--- src/hw/exAlu_settings.svh ---
`ifndef EXALU_SETTINGS_SVH
`define EXALU_SETTINGS_SVH

// ##########################################################################
// execute cluster sizing
// ##########################################################################

// number of lanes in one issue bundle.
`define EX_LANES 2

// data width of every lane.
`define EX_XLEN 64

// in 64-bit mode an operand is narrow when bits 63 down to this one agree.
`define EX_NARROW_MSB 30

`endif

--- src/hw/exAluPkg.sv ---
package exAluPkg;

	// major command of an issued operation.
	typedef enum logic [5:0]
	{
		UCMD_NOP  = 6'h00,
		UCMD_ALU3 = 6'h05
	} exUCmd;

	// low four bits of the extended opcode.
	typedef enum logic [3:0]
	{
		OP_ADD = 4'd0,
		OP_SUB = 4'd1,
		OP_SHL = 4'd2,
		OP_SHR = 4'd3,
		OP_SAR = 4'd4,
		OP_AND = 4'd5,
		OP_OR  = 4'd6,
		OP_XOR = 4'd7
	} exAluOp;

	// extended opcode bits 5:4, selecting how a result is widened.
	typedef enum logic [1:0]
	{
		MODE_SX  = 2'd0,
		MODE_ZX  = 2'd1,
		MODE_Q64 = 2'd2,
		MODE_RSV = 2'd3
	} exAluMode;

	typedef enum logic [1:0]
	{
		SLOW_IDLE  = 2'd0,
		SLOW_SHIFT = 2'd1,
		SLOW_DONE  = 2'd2
	} exSlowState;

endpackage

--- src/hw/exOpDecode.sv ---
`timescale 1ns/1ns
`include "exAlu_settings.svh"

module exOpDecode
	import exAluPkg::*;
#(
	parameter int lanes = 2
)
(
	input  logic                            clock,
	input  logic                            arstN,
	input  logic                            issueValid,
	input  exUCmd    [lanes-1:0]            issueCmd,
	input  logic     [lanes-1:0][5:0]       issueIxt,
	input  logic     [lanes-1:0][`EX_XLEN-1:0] issueRs,
	input  logic     [lanes-1:0][`EX_XLEN-1:0] issueRt,
	input  logic                            retireValid,
	output logic                            bundleValid,
	output logic     [lanes-1:0]            laneValid,
	output exAluOp   [lanes-1:0]            laneOp,
	output exAluMode [lanes-1:0]            laneMode,
	output logic     [lanes-1:0][`EX_XLEN-1:0] laneRs,
	output logic     [lanes-1:0][`EX_XLEN-1:0] laneRt
);

	logic inFlight;

	always_ff @(posedge clock or negedge arstN)
	begin
		if (!arstN)
		begin
			bundleValid <= 1'b0;
			laneValid <= '0;
			inFlight <= 1'b0;
		end
		else
		begin
			bundleValid <= issueValid;
			for (int i = 0; i < lanes; i++)
				laneValid[i] <= issueValid && (issueCmd[i] == UCMD_ALU3);
			// a new bundle may arrive in the same cycle the old one retires.
			if (issueValid)
				inFlight <= 1'b1;
			else if (retireValid)
				inFlight <= 1'b0;
		end
	end

	// the operands stay put until the next issue, so the merge stage can
	// read them for every slow lane of the bundle.
	always_ff @(posedge clock)
	begin
		if (issueValid)
		begin
			for (int i = 0; i < lanes; i++)
			begin
				laneOp[i] <= exAluOp'(issueIxt[i][3:0]);
				laneMode[i] <= exAluMode'(issueIxt[i][5:4]);
				laneRs[i] <= issueRs[i];
				laneRt[i] <= issueRt[i];
			end
		end
	end

	issueWhileBusy: assert property (@(posedge clock) disable iff (!arstN)
		issueValid |-> (!inFlight || retireValid))
		else $error("issue bundle arrived while the previous one is in flight");

endmodule

--- src/hw/exFastAlu.sv ---
`timescale 1ns/1ns
`include "exAlu_settings.svh"

module exFastAlu
	import exAluPkg::*;
(
	input  logic                laneValid,
	input  exAluOp              op,
	input  exAluMode            mode,
	input  logic [`EX_XLEN-1:0] rs,
	input  logic [`EX_XLEN-1:0] rt,
	output logic [`EX_XLEN-1:0] fastVal,
	output logic                fastOk
);

	logic                isSub;
	logic [31:0]         rtEff;
	logic [16:0]         loSum0;
	logic [16:0]         loSum1;
	logic [16:0]         hiSum0;
	logic [16:0]         hiSum1;
	logic [16:0]         loSum;
	logic [16:0]         hiSum;
	logic [31:0]         sum32;
	logic                sumBit32;
	logic                rsNarrow;
	logic                rtNarrow;
	logic [`EX_XLEN-1:0] addVal;
	logic                addOk;
	logic                accept;

	// ##########################################################################
	// 32-bit adder built from two carry-select halves
	// ##########################################################################

	assign isSub = (op == OP_SUB);
	assign rtEff = isSub ? ~rt[31:0] : rt[31:0];

	assign loSum0 = {1'b0, rs[15:0]} + {1'b0, rtEff[15:0]};
	assign loSum1 = {1'b0, rs[15:0]} + {1'b0, rtEff[15:0]} + 17'd1;
	assign hiSum0 = {1'b0, rs[31:16]} + {1'b0, rtEff[31:16]};
	assign hiSum1 = {1'b0, rs[31:16]} + {1'b0, rtEff[31:16]} + 17'd1;

	// subtract is rs plus the inverted rt with a carry into the low half.
	assign loSum = isSub ? loSum1 : loSum0;
	assign hiSum = loSum[16] ? hiSum1 : hiSum0;
	assign sum32 = {hiSum[15:0], loSum[15:0]};

	// bit 32 of the sum of the two sign-extended 32-bit operands.
	assign sumBit32 = rs[31] ^ rtEff[31] ^ hiSum[16];

	assign rsNarrow = (&rs[`EX_XLEN-1:`EX_NARROW_MSB]) || !(|rs[`EX_XLEN-1:`EX_NARROW_MSB]);
	assign rtNarrow = (&rt[`EX_XLEN-1:`EX_NARROW_MSB]) || !(|rt[`EX_XLEN-1:`EX_NARROW_MSB]);

	always_comb
	begin
		case (mode)
			MODE_SX:
			begin
				addVal = {{32{sum32[31]}}, sum32};
				addOk = 1'b1;
			end
			MODE_ZX:
			begin
				addVal = {32'h0, sum32};
				addOk = 1'b1;
			end
			MODE_Q64:
			begin
				// narrow operands cannot carry past bit 32.
				addVal = {{32{sumBit32}}, sum32};
				addOk = rsNarrow && rtNarrow;
			end
			default:
			begin
				addVal = {{32{sumBit32}}, sum32};
				addOk = 1'b0;
			end
		endcase
	end

	// ##########################################################################
	// result select
	// ##########################################################################

	always_comb
	begin
		fastVal = '0;
		accept = 1'b0;
		case (op)
			OP_ADD, OP_SUB:
			begin
				fastVal = addVal;
				accept = addOk;
			end
			OP_AND:
			begin
				fastVal = rs & rt;
				accept = 1'b1;
			end
			OP_OR:
			begin
				fastVal = rs | rt;
				accept = 1'b1;
			end
			OP_XOR:
			begin
				fastVal = rs ^ rt;
				accept = 1'b1;
			end
			default:
				accept = 1'b0;
		endcase
	end

	assign fastOk = laneValid && accept;

	// an accepted Q64 sum must fit in 32 signed bits.
	always_comb
	begin
		if (fastOk && (mode == MODE_Q64) && (op == OP_ADD || op == OP_SUB))
			assert (sumBit32 == sum32[31]) else $error("narrow q64 sum carried past bit 32");
	end

endmodule

--- src/hw/exSlowAlu.sv ---
`timescale 1ns/1ns
`include "exAlu_settings.svh"

module exSlowAlu
	import exAluPkg::*;
(
	input  logic                clock,
	input  logic                arstN,
	input  logic                slowStart,
	input  exAluOp              op,
	input  exAluMode            mode,
	input  logic [`EX_XLEN-1:0] rs,
	input  logic [`EX_XLEN-1:0] rt,
	output logic                slowDone,
	output logic [`EX_XLEN-1:0] slowVal
);

	exSlowState          state;
	exAluOp              opReg;
	exAluMode            modeReg;
	logic [`EX_XLEN-1:0] acc;
	logic [5:0]          count;
	logic                startShift;
	logic [`EX_XLEN-1:0] startVal;
	logic [`EX_XLEN-1:0] shifted;
	logic [`EX_XLEN-1:0] extended;

	assign startShift = (op == OP_SHL) || (op == OP_SHR) || (op == OP_SAR);

	always_comb
	begin
		case (op)
			OP_ADD: startVal = rs + rt;
			OP_SUB: startVal = rs - rt;
			OP_AND: startVal = rs & rt;
			OP_OR: startVal = rs | rt;
			OP_XOR: startVal = rs ^ rt;
			OP_SHL, OP_SHR, OP_SAR: startVal = rs;
			default: startVal = '0;
		endcase
	end

	always_comb
	begin
		case (opReg)
			OP_SHL: shifted = {acc[`EX_XLEN-2:0], 1'b0};
			OP_SHR: shifted = {1'b0, acc[`EX_XLEN-1:1]};
			OP_SAR: shifted = {acc[`EX_XLEN-1], acc[`EX_XLEN-1:1]};
			default: shifted = acc;
		endcase
	end

	// the reserved mode widens like Q64.
	always_comb
	begin
		case (modeReg)
			MODE_SX: extended = {{32{acc[31]}}, acc[31:0]};
			MODE_ZX: extended = {32'h0, acc[31:0]};
			default: extended = acc;
		endcase
	end

	// ##########################################################################
	// FSM, one shift step per cycle
	// ##########################################################################

	always_ff @(posedge clock or negedge arstN)
	begin
		if (!arstN)
		begin
			state <= SLOW_IDLE;
			count <= '0;
			slowDone <= 1'b0;
		end
		else
		begin
			slowDone <= 1'b0;
			case (state)
				SLOW_IDLE:
				begin
					if (slowStart)
					begin
						count <= rt[5:0];
						// a zero shift skips the shift state entirely.
						if (startShift && (rt[5:0] != 6'd0))
							state <= SLOW_SHIFT;
						else
							state <= SLOW_DONE;
					end
				end
				SLOW_SHIFT:
				begin
					count <= count - 6'd1;
					if (count == 6'd1)
						state <= SLOW_DONE;
				end
				SLOW_DONE:
				begin
					slowDone <= 1'b1;
					state <= SLOW_IDLE;
				end
				default:
					state <= SLOW_IDLE;
			endcase
		end
	end

	always_ff @(posedge clock)
	begin
		case (state)
			SLOW_IDLE:
			begin
				if (slowStart)
				begin
					opReg <= op;
					modeReg <= mode;
					acc <= startVal;
				end
			end
			SLOW_SHIFT:
				acc <= shifted;
			SLOW_DONE:
				slowVal <= extended;
			default:
				acc <= acc;
		endcase
	end

	startWhileBusy: assert property (@(posedge clock) disable iff (!arstN)
		slowStart |-> (state == SLOW_IDLE))
		else $error("slowStart arrived while the slow ALU was busy");

endmodule

--- src/hw/exResultMerge.sv ---
`timescale 1ns/1ns
`include "exAlu_settings.svh"

module exResultMerge
	import exAluPkg::*;
#(
	parameter int lanes = 2
)
(
	input  logic                               clock,
	input  logic                               arstN,
	input  logic                               bundleValid,
	input  logic     [lanes-1:0]               laneValid,
	input  exAluOp   [lanes-1:0]               laneOp,
	input  exAluMode [lanes-1:0]               laneMode,
	input  logic     [lanes-1:0][`EX_XLEN-1:0] laneRs,
	input  logic     [lanes-1:0][`EX_XLEN-1:0] laneRt,
	input  logic     [lanes-1:0][`EX_XLEN-1:0] fastVal,
	input  logic     [lanes-1:0]               fastOk,
	input  logic                               slowDone,
	input  logic     [`EX_XLEN-1:0]            slowVal,
	output logic                               slowStart,
	output exAluOp                             slowOp,
	output exAluMode                           slowMode,
	output logic     [`EX_XLEN-1:0]            slowRs,
	output logic     [`EX_XLEN-1:0]            slowRt,
	output logic                               retireValid,
	output logic     [lanes-1:0][`EX_XLEN-1:0] retireVal,
	output logic                               busy
);

	localparam int idxW = (lanes > 1) ? $clog2(lanes) : 1;

	logic [lanes-1:0] pending;
	logic [lanes-1:0] doneMask;
	logic [lanes-1:0] workMask;
	logic [idxW-1:0]  slowLane;
	logic [idxW-1:0]  nextLane;

	assign doneMask = slowDone ? (lanes'(1) << slowLane) : '0;
	assign workMask = bundleValid ? (laneValid & ~fastOk) : (pending & ~doneMask);

	// lowest pending lane goes first.
	always_comb
	begin
		nextLane = '0;
		for (int i = lanes - 1; i >= 0; i--)
		begin
			if (workMask[i])
				nextLane = idxW'(i);
		end
	end

	always_ff @(posedge clock or negedge arstN)
	begin
		if (!arstN)
		begin
			pending <= '0;
			slowLane <= '0;
			slowStart <= 1'b0;
			retireValid <= 1'b0;
		end
		else
		begin
			slowStart <= 1'b0;
			retireValid <= 1'b0;
			if (bundleValid || slowDone)
			begin
				pending <= workMask;
				if (|workMask)
				begin
					slowStart <= 1'b1;
					slowLane <= nextLane;
				end
				else
					retireValid <= 1'b1;
			end
		end
	end

	// lanes still pending are zeroed here and filled in by slowDone later.
	always_ff @(posedge clock)
	begin
		if (bundleValid)
		begin
			for (int i = 0; i < lanes; i++)
				retireVal[i] <= (laneValid[i] && fastOk[i]) ? fastVal[i] : '0;
		end
		else if (slowDone)
			retireVal[slowLane] <= slowVal;
	end

	assign slowOp = laneOp[slowLane];
	assign slowMode = laneMode[slowLane];
	assign slowRs = laneRs[slowLane];
	assign slowRt = laneRt[slowLane];

	assign busy = bundleValid || (|pending);

	strayDone: assert property (@(posedge clock) disable iff (!arstN)
		slowDone |-> pending[slowLane])
		else $error("slowDone arrived with no slow lane outstanding");

endmodule

--- src/hw/exAluCluster.sv ---
`timescale 1ns/1ns
`include "exAlu_settings.svh"

module exAluCluster
	import exAluPkg::*;
(
	input  logic                                   clock,
	input  logic                                   arstN,
	input  logic                                   issueValid,
	input  exUCmd    [`EX_LANES-1:0]               issueCmd,
	input  logic     [`EX_LANES-1:0][5:0]          issueIxt,
	input  logic     [`EX_LANES-1:0][`EX_XLEN-1:0] issueRs,
	input  logic     [`EX_LANES-1:0][`EX_XLEN-1:0] issueRt,
	output logic                                   busy,
	output logic                                   retireValid,
	output logic     [`EX_LANES-1:0][`EX_XLEN-1:0] retireVal
);

	logic                                   bundleValid;
	logic     [`EX_LANES-1:0]               laneValid;
	exAluOp   [`EX_LANES-1:0]               laneOp;
	exAluMode [`EX_LANES-1:0]               laneMode;
	logic     [`EX_LANES-1:0][`EX_XLEN-1:0] laneRs;
	logic     [`EX_LANES-1:0][`EX_XLEN-1:0] laneRt;
	logic     [`EX_LANES-1:0][`EX_XLEN-1:0] fastVal;
	logic     [`EX_LANES-1:0]               fastOk;
	logic                                   slowStart;
	exAluOp                                 slowOp;
	exAluMode                               slowMode;
	logic     [`EX_XLEN-1:0]                slowRs;
	logic     [`EX_XLEN-1:0]                slowRt;
	logic                                   slowDone;
	logic     [`EX_XLEN-1:0]                slowVal;

	exOpDecode #(.lanes(`EX_LANES)) decode0
	(
		.clock(clock), .arstN(arstN), .issueValid(issueValid),
		.issueCmd(issueCmd), .issueIxt(issueIxt), .issueRs(issueRs), .issueRt(issueRt),
		.retireValid(retireValid), .bundleValid(bundleValid), .laneValid(laneValid),
		.laneOp(laneOp), .laneMode(laneMode), .laneRs(laneRs), .laneRt(laneRt)
	);

	for (genvar g = 0; g < `EX_LANES; g++)
	begin : fastLane
		exFastAlu fast0
		(
			.laneValid(laneValid[g]), .op(laneOp[g]), .mode(laneMode[g]),
			.rs(laneRs[g]), .rt(laneRt[g]), .fastVal(fastVal[g]), .fastOk(fastOk[g])
		);
	end

	exResultMerge #(.lanes(`EX_LANES)) merge0
	(
		.clock(clock), .arstN(arstN), .bundleValid(bundleValid), .laneValid(laneValid),
		.laneOp(laneOp), .laneMode(laneMode), .laneRs(laneRs), .laneRt(laneRt),
		.fastVal(fastVal), .fastOk(fastOk), .slowDone(slowDone), .slowVal(slowVal),
		.slowStart(slowStart), .slowOp(slowOp), .slowMode(slowMode),
		.slowRs(slowRs), .slowRt(slowRt), .retireValid(retireValid),
		.retireVal(retireVal), .busy(busy)
	);

	exSlowAlu slow0
	(
		.clock(clock), .arstN(arstN), .slowStart(slowStart), .op(slowOp),
		.mode(slowMode), .rs(slowRs), .rt(slowRt), .slowDone(slowDone), .slowVal(slowVal)
	);

endmodule

--- config.mk ---
export PLATFORM = sky130hd
export DESIGN_NAME = exAluCluster
export DESIGN_NICKNAME = d
export VERILOG_FILES = /design/src/hw/exAluPkg.sv /design/src/hw/exOpDecode.sv /design/src/hw/exFastAlu.sv /design/src/hw/exSlowAlu.sv /design/src/hw/exResultMerge.sv /design/src/hw/exAluCluster.sv
export VERILOG_INCLUDE_DIRS = /design/src /design/src/hw
export SDC_FILE = /design/constraint.sdc
export NUM_CORES = 2
export LEC_CHECK = 0
export BUFFER_PORTS_ARGS = -buffer_cell sky130_fd_sc_hd__buf_2
export CAP_MARGIN = 20
export CORE_AREA = 4 4 223 334
export CTS_CLUSTER_DIAMETER = 30
export DETAILED_ROUTE_END_ITERATION = 6
export DIE_AREA = 0 0 227 338
export PLACE_DENSITY = 0.81
export SYNTH_ARGS = -nofsm -noshare
export SYNTH_HDL_FRONTEND = slang
export SYNTH_HIERARCHICAL = 1
export SYNTH_SLANG_ARGS = --single-unit
--- constraint.sdc ---
create_clock -name clock -period 7.9 [get_ports clock]
set_input_delay 1.185 -clock clock [delete_from_list [all_inputs] [get_ports clock]]
set_output_delay 1.185 -clock clock [all_outputs]
set_load 0.01 [all_outputs]
==> reports/qor.csv <==
stage,metric,value,unit
yosys,ys_ff_latch,547,
min_path,min-delay-start,slow0/acc[0],
placed_design,place_congestion,1.088,
global_routing,grt_pass1_wl,231.1,mm
critical_path,ff2ff_setup_slack,1.26,ns
critical_path,criticalPathCategory,flip-flop to flip-flop,
placed_design,dpl_cell_area,45850,um2
floorplan,io-pin-count,413,
placed_design,placed_cells_incl_taps,5420,
timing,final.setup.tns,0,ns
critical_path,cp.arrival,7.08,ns
clock_tree,clock_latency,0.72,ns
clock_tree,tritoncts_clock_tree,done,
timing,final-hold-violation-count,0,
power,vdd.ir_drop.worst,0.2263,mV
floorplan,num_rows,120,
critical_path,end_kind,flip-flop,
finish,final_core_util,0.6921,
job,max_cap_violations,0,
route,route.detailed.drc,2,
clock_tree,cts_setup_buffers,0,
floorplan,initial_core_util,0.6077,
timing,timing.fmax,150.7,MHz
yosys,async_reset_ff_frac,0.03108,
route,totalWireLength,159.5,mm
power,power-per-cell-area,244.1,nW/um2
finish,post_route_cell_area,49360,um2
finish,fraction_of_layout_cells_with_a_size_suffix_above_1,0.1930,
finish,area_growth,13.88,%
route,drt-initial-drc-count,4380,
route,drt-pass1-iter-count,7,
critical_path,startpoint,decode0/laneOp[1],
clock_tree,cts.repair.resized,0,
min_path,hold_crit_depth,0,
timing,timing.slew.headroom,0.2017,
critical_path,worstPathMaxFanout,32,
critical_path,worst_r2r_path_depth,17,
min_path,holdCritPathClass,flip-flop to flip-flop,
yosys,syn_inst,4281,
floorplan,floorplan.die_area,76730,um2
global_routing,grt.total_usage,0.4033,
clock_tree,clock_tree.root_cell,sky130_fd_sc_hd__clkbuf_16,
route,routed-via-count,38465,
timing,fin_hold_ws,0.4333,ns
yosys,synth_nets,5089,
timing,maxSlewViolCount,0,
yosys,synth_cell_type_count,120,
global_routing,antenna_violations_before_repair,10,
yosys,synth_edf_count,530,
placed_design,detailedPlacementHpwl,116.0,mm
floorplan,chipWidth,227,um
floorplan,die_height,338,um
finish,fillers,5321,
timing,worst_slew_pin_slew,1.197,ns
route,route.antenna.remaining_nets,0,
clock_tree,worst_setup_hold_path_clk_slew,0.06,ns
clock_tree,cts-buffers-inserted,98,
timing,rsz_0062_raised_after_global_routing,no,
yosys,synth_sequential_area_ratio,0.3770,
clock_tree,holdBufCountCts,0,
clock_tree,cts.sinks,547,
finish,design.final.nets,5414,
yosys,synth.cell_area,43340,um2
placed_design,portBuffers,412,
route,routedWlPerCell,28.45,um
power,leakagePower,0.02152,uW
floorplan,fp.coreArea,71320,um2
global_routing,grt_max_degree,112,
run_status,run_status,finished with violations,
critical_path,start_kind,flip-flop,
run_status,violations,DRC,
clock_tree,clockBufferDepth,3,
global_routing,number_of_global_route_vias_before_repair,37289,
timing,timing.final.crit_period,6.637,ns
yosys,ys.warnings.count,6,
critical_path,reg2reg_from,decode0/laneOp[1],
yosys,synth_area_per_cell,10.12,um2
critical_path,crit_required,8.34,ns
global_routing,globalRoute.totalOverflow,0,
timing,layout_worst_path_cycle_share,0.8401,
finish,final-instance-count-excl-fill,5608,
yosys,ys_dominant_reg_cell,sky130_fd_sc_hd__edfxtp_1,
clock_tree,cts_max_level,3,
timing,finClkSkew,0.06162,ns
route,vias_per_cell,6.859,
timing,setup_violations,0,
## worst max-delay path, cell delays in order (launching register included)
cell,delay (ns)
sky130_fd_sc_hd__edfxtp_1,0.54
sky130_fd_sc_hd__nor4b_4,0.36
sky130_fd_sc_hd__buf_4,0.53
sky130_fd_sc_hd__xnor2_1,0.21
sky130_fd_sc_hd__fa_1,0.49
sky130_fd_sc_hd__a211oi_1,0.30
sky130_fd_sc_hd__o21ai_0,0.22
sky130_fd_sc_hd__a211oi_1,0.49
sky130_fd_sc_hd__o21ai_0,0.20
sky130_fd_sc_hd__xnor2_1,0.23
sky130_fd_sc_hd__nor4b_1,0.81
sky130_fd_sc_hd__a21o_1,0.20
sky130_fd_sc_hd__buf_4,0.19
sky130_fd_sc_hd__nand4_2,0.20
sky130_fd_sc_hd__mux2i_4,0.76
sky130_fd_sc_hd__buf_4,0.33
sky130_fd_sc_hd__nand3_1,0.10
sky130_fd_sc_hd__a22o_1,0.23
## synthesized netlist by cell type (28+ instances only)
master / count / area, um2
sky130_fd_sc_hd__edfxtp_1: 530 / 15920
sky130_fd_sc_hd__ha_1: 520 / 6506
sky130_fd_sc_hd__inv_1: 426 / 1599
sky130_fd_sc_hd__nand2_1: 282 / 1059
sky130_fd_sc_hd__xnor2_1: 210 / 1839
sky130_fd_sc_hd__nor2_1: 209 / 784.5
sky130_fd_sc_hd__a21oi_1: 200 / 1001
sky130_fd_sc_hd__o21ai_0: 195 / 975.9
sky130_fd_sc_hd__clkbuf_1: 138 / 518.0
sky130_fd_sc_hd__mux2_2: 134 / 1509
sky130_fd_sc_hd__a22o_1: 128 / 1121
sky130_fd_sc_hd__a221oi_1: 95 / 832.1
sky130_fd_sc_hd__nand3_1: 79 / 395.4
sky130_fd_sc_hd__a21o_1: 78 / 585.6
sky130_fd_sc_hd__nand4_1: 78 / 488.0
sky130_fd_sc_hd__o221ai_1: 73 / 639.4
sky130_fd_sc_hd__a22oi_1: 67 / 503.0
sky130_fd_sc_hd__xor2_1: 64 / 560.5
sky130_fd_sc_hd__nor4_1: 62 / 387.9
sky130_fd_sc_hd__nor3_1: 48 / 240.2
sky130_fd_sc_hd__buf_2: 35 / 175.2
sky130_fd_sc_hd__nand3_2: 32 / 320.3
sky130_fd_sc_hd__a221o_1: 28 / 280.3
## power by group
group / internal [uW] / switching (uW) / leakage [uW] / total [uW]
Clock: 2600 / 1760 / 0.00168 / 4360
Combinational: 1480 / 2400 / 0.0145 / 3880
Sequential: 3480 / 328 / 0.00538 / 3810
## logic make-up after synthesis
kind of cell / Yosys count / synth area share
adders and majority gates: 525 / 0.1524
AOI/OAI and AO/OA: 1131 / 0.1871
buffers and inverters: 660 / 0.06492
muxes: 160 / 0.04151
and+or+nand+nor: 981 / 0.1203
xor gates and xnor gates: 277 / 0.05675
DFF: 547 / 0.3770
## final timing paths
check,to
worst max-delay path,merge0/retireVal[36]
worst max register to register,merge0/retireVal[36]
worst min-delay path,slow0/slowVal[0]
worst min register to register,slow0/slowVal[0]
max in group asynchronous,merge0/slowLane
min in group asynchronous,merge0/retireValid
## cell type report
cell class | instances | area, um2 | area share
clock inverters | 80 | 952.2 | 0.01929
flip-flops and latches | 547 | 16340 | 0.3311
clock buffers | 103 | 2524 | 0.05113
repair buffers | 458 | 2470 | 0.05004
inverters | 427 | 1603 | 0.03247
well taps | 915 | 1145 | 0.02319
multi-input cells | 3074 | 24310 | 0.4925
diodes | 4 | 10.01 | 0.0002028
## state kept, by name, summed over array words and instances, names as in the netlist, 6 cells and up
| name | flops |
|---|---|
| merge0/retireVal | 128 |
| decode0/laneRs | 128 |
| decode0/laneOp | 8 |
| slow0/slowVal | 64 |
| slow0/acc | 64 |
| slow0/count | 6 |
| decode0/laneRt | 128 |
## layout by cell type, fill, tap and decap left out, drive strengths merged, types with 26 or more instances in the layout
| master | netlist | routed |
|---|---|---|
| a221oi | 95 | 95 |
| a31oi | 27 | 27 |
| mux2 | 135 | 135 |
| nor4 | 67 | 67 |
| edfxtp | 530 | 530 |
| a22oi | 67 | 67 |
| o21ai | 219 | 219 |
| nand4 | 80 | 80 |
| clkinv | 0 | 35 |
| o221ai | 73 | 73 |
| xor2 | 66 | 66 |
| nor3 | 53 | 53 |
| a221o | 28 | 28 |
| ha | 520 | 520 |
| xnor2 | 211 | 211 |
| nand2 | 285 | 285 |
| inv | 427 | 460 |
| nand3 | 111 | 111 |
| a21oi | 202 | 202 |
| clkbuf | 141 | 103 |
| nor2 | 211 | 211 |
| a211oi | 26 | 26 |
| a21o | 78 | 78 |
| buf | 87 | 458 |
| a22o | 129 | 129 |
## per-stage QoR
step                      setup slack [ns]  power (uW)
after floorplan                      1.571        6403
after global routing                0.9182       12530
after global placement               1.482        7478
final                                1.263       12050
after CTS                            1.406       11930
after detailed placement             1.463        7566
## per-layer routing
metal  track usage  wire [um]  share of wire
met3        0.1021      16620           0.10
met1        0.4308      50580           0.32
met5             0         67        0.00042
met4        0.3640      18960           0.12
met2        0.6541      73300           0.46
(Power assumes the default switching activity.)
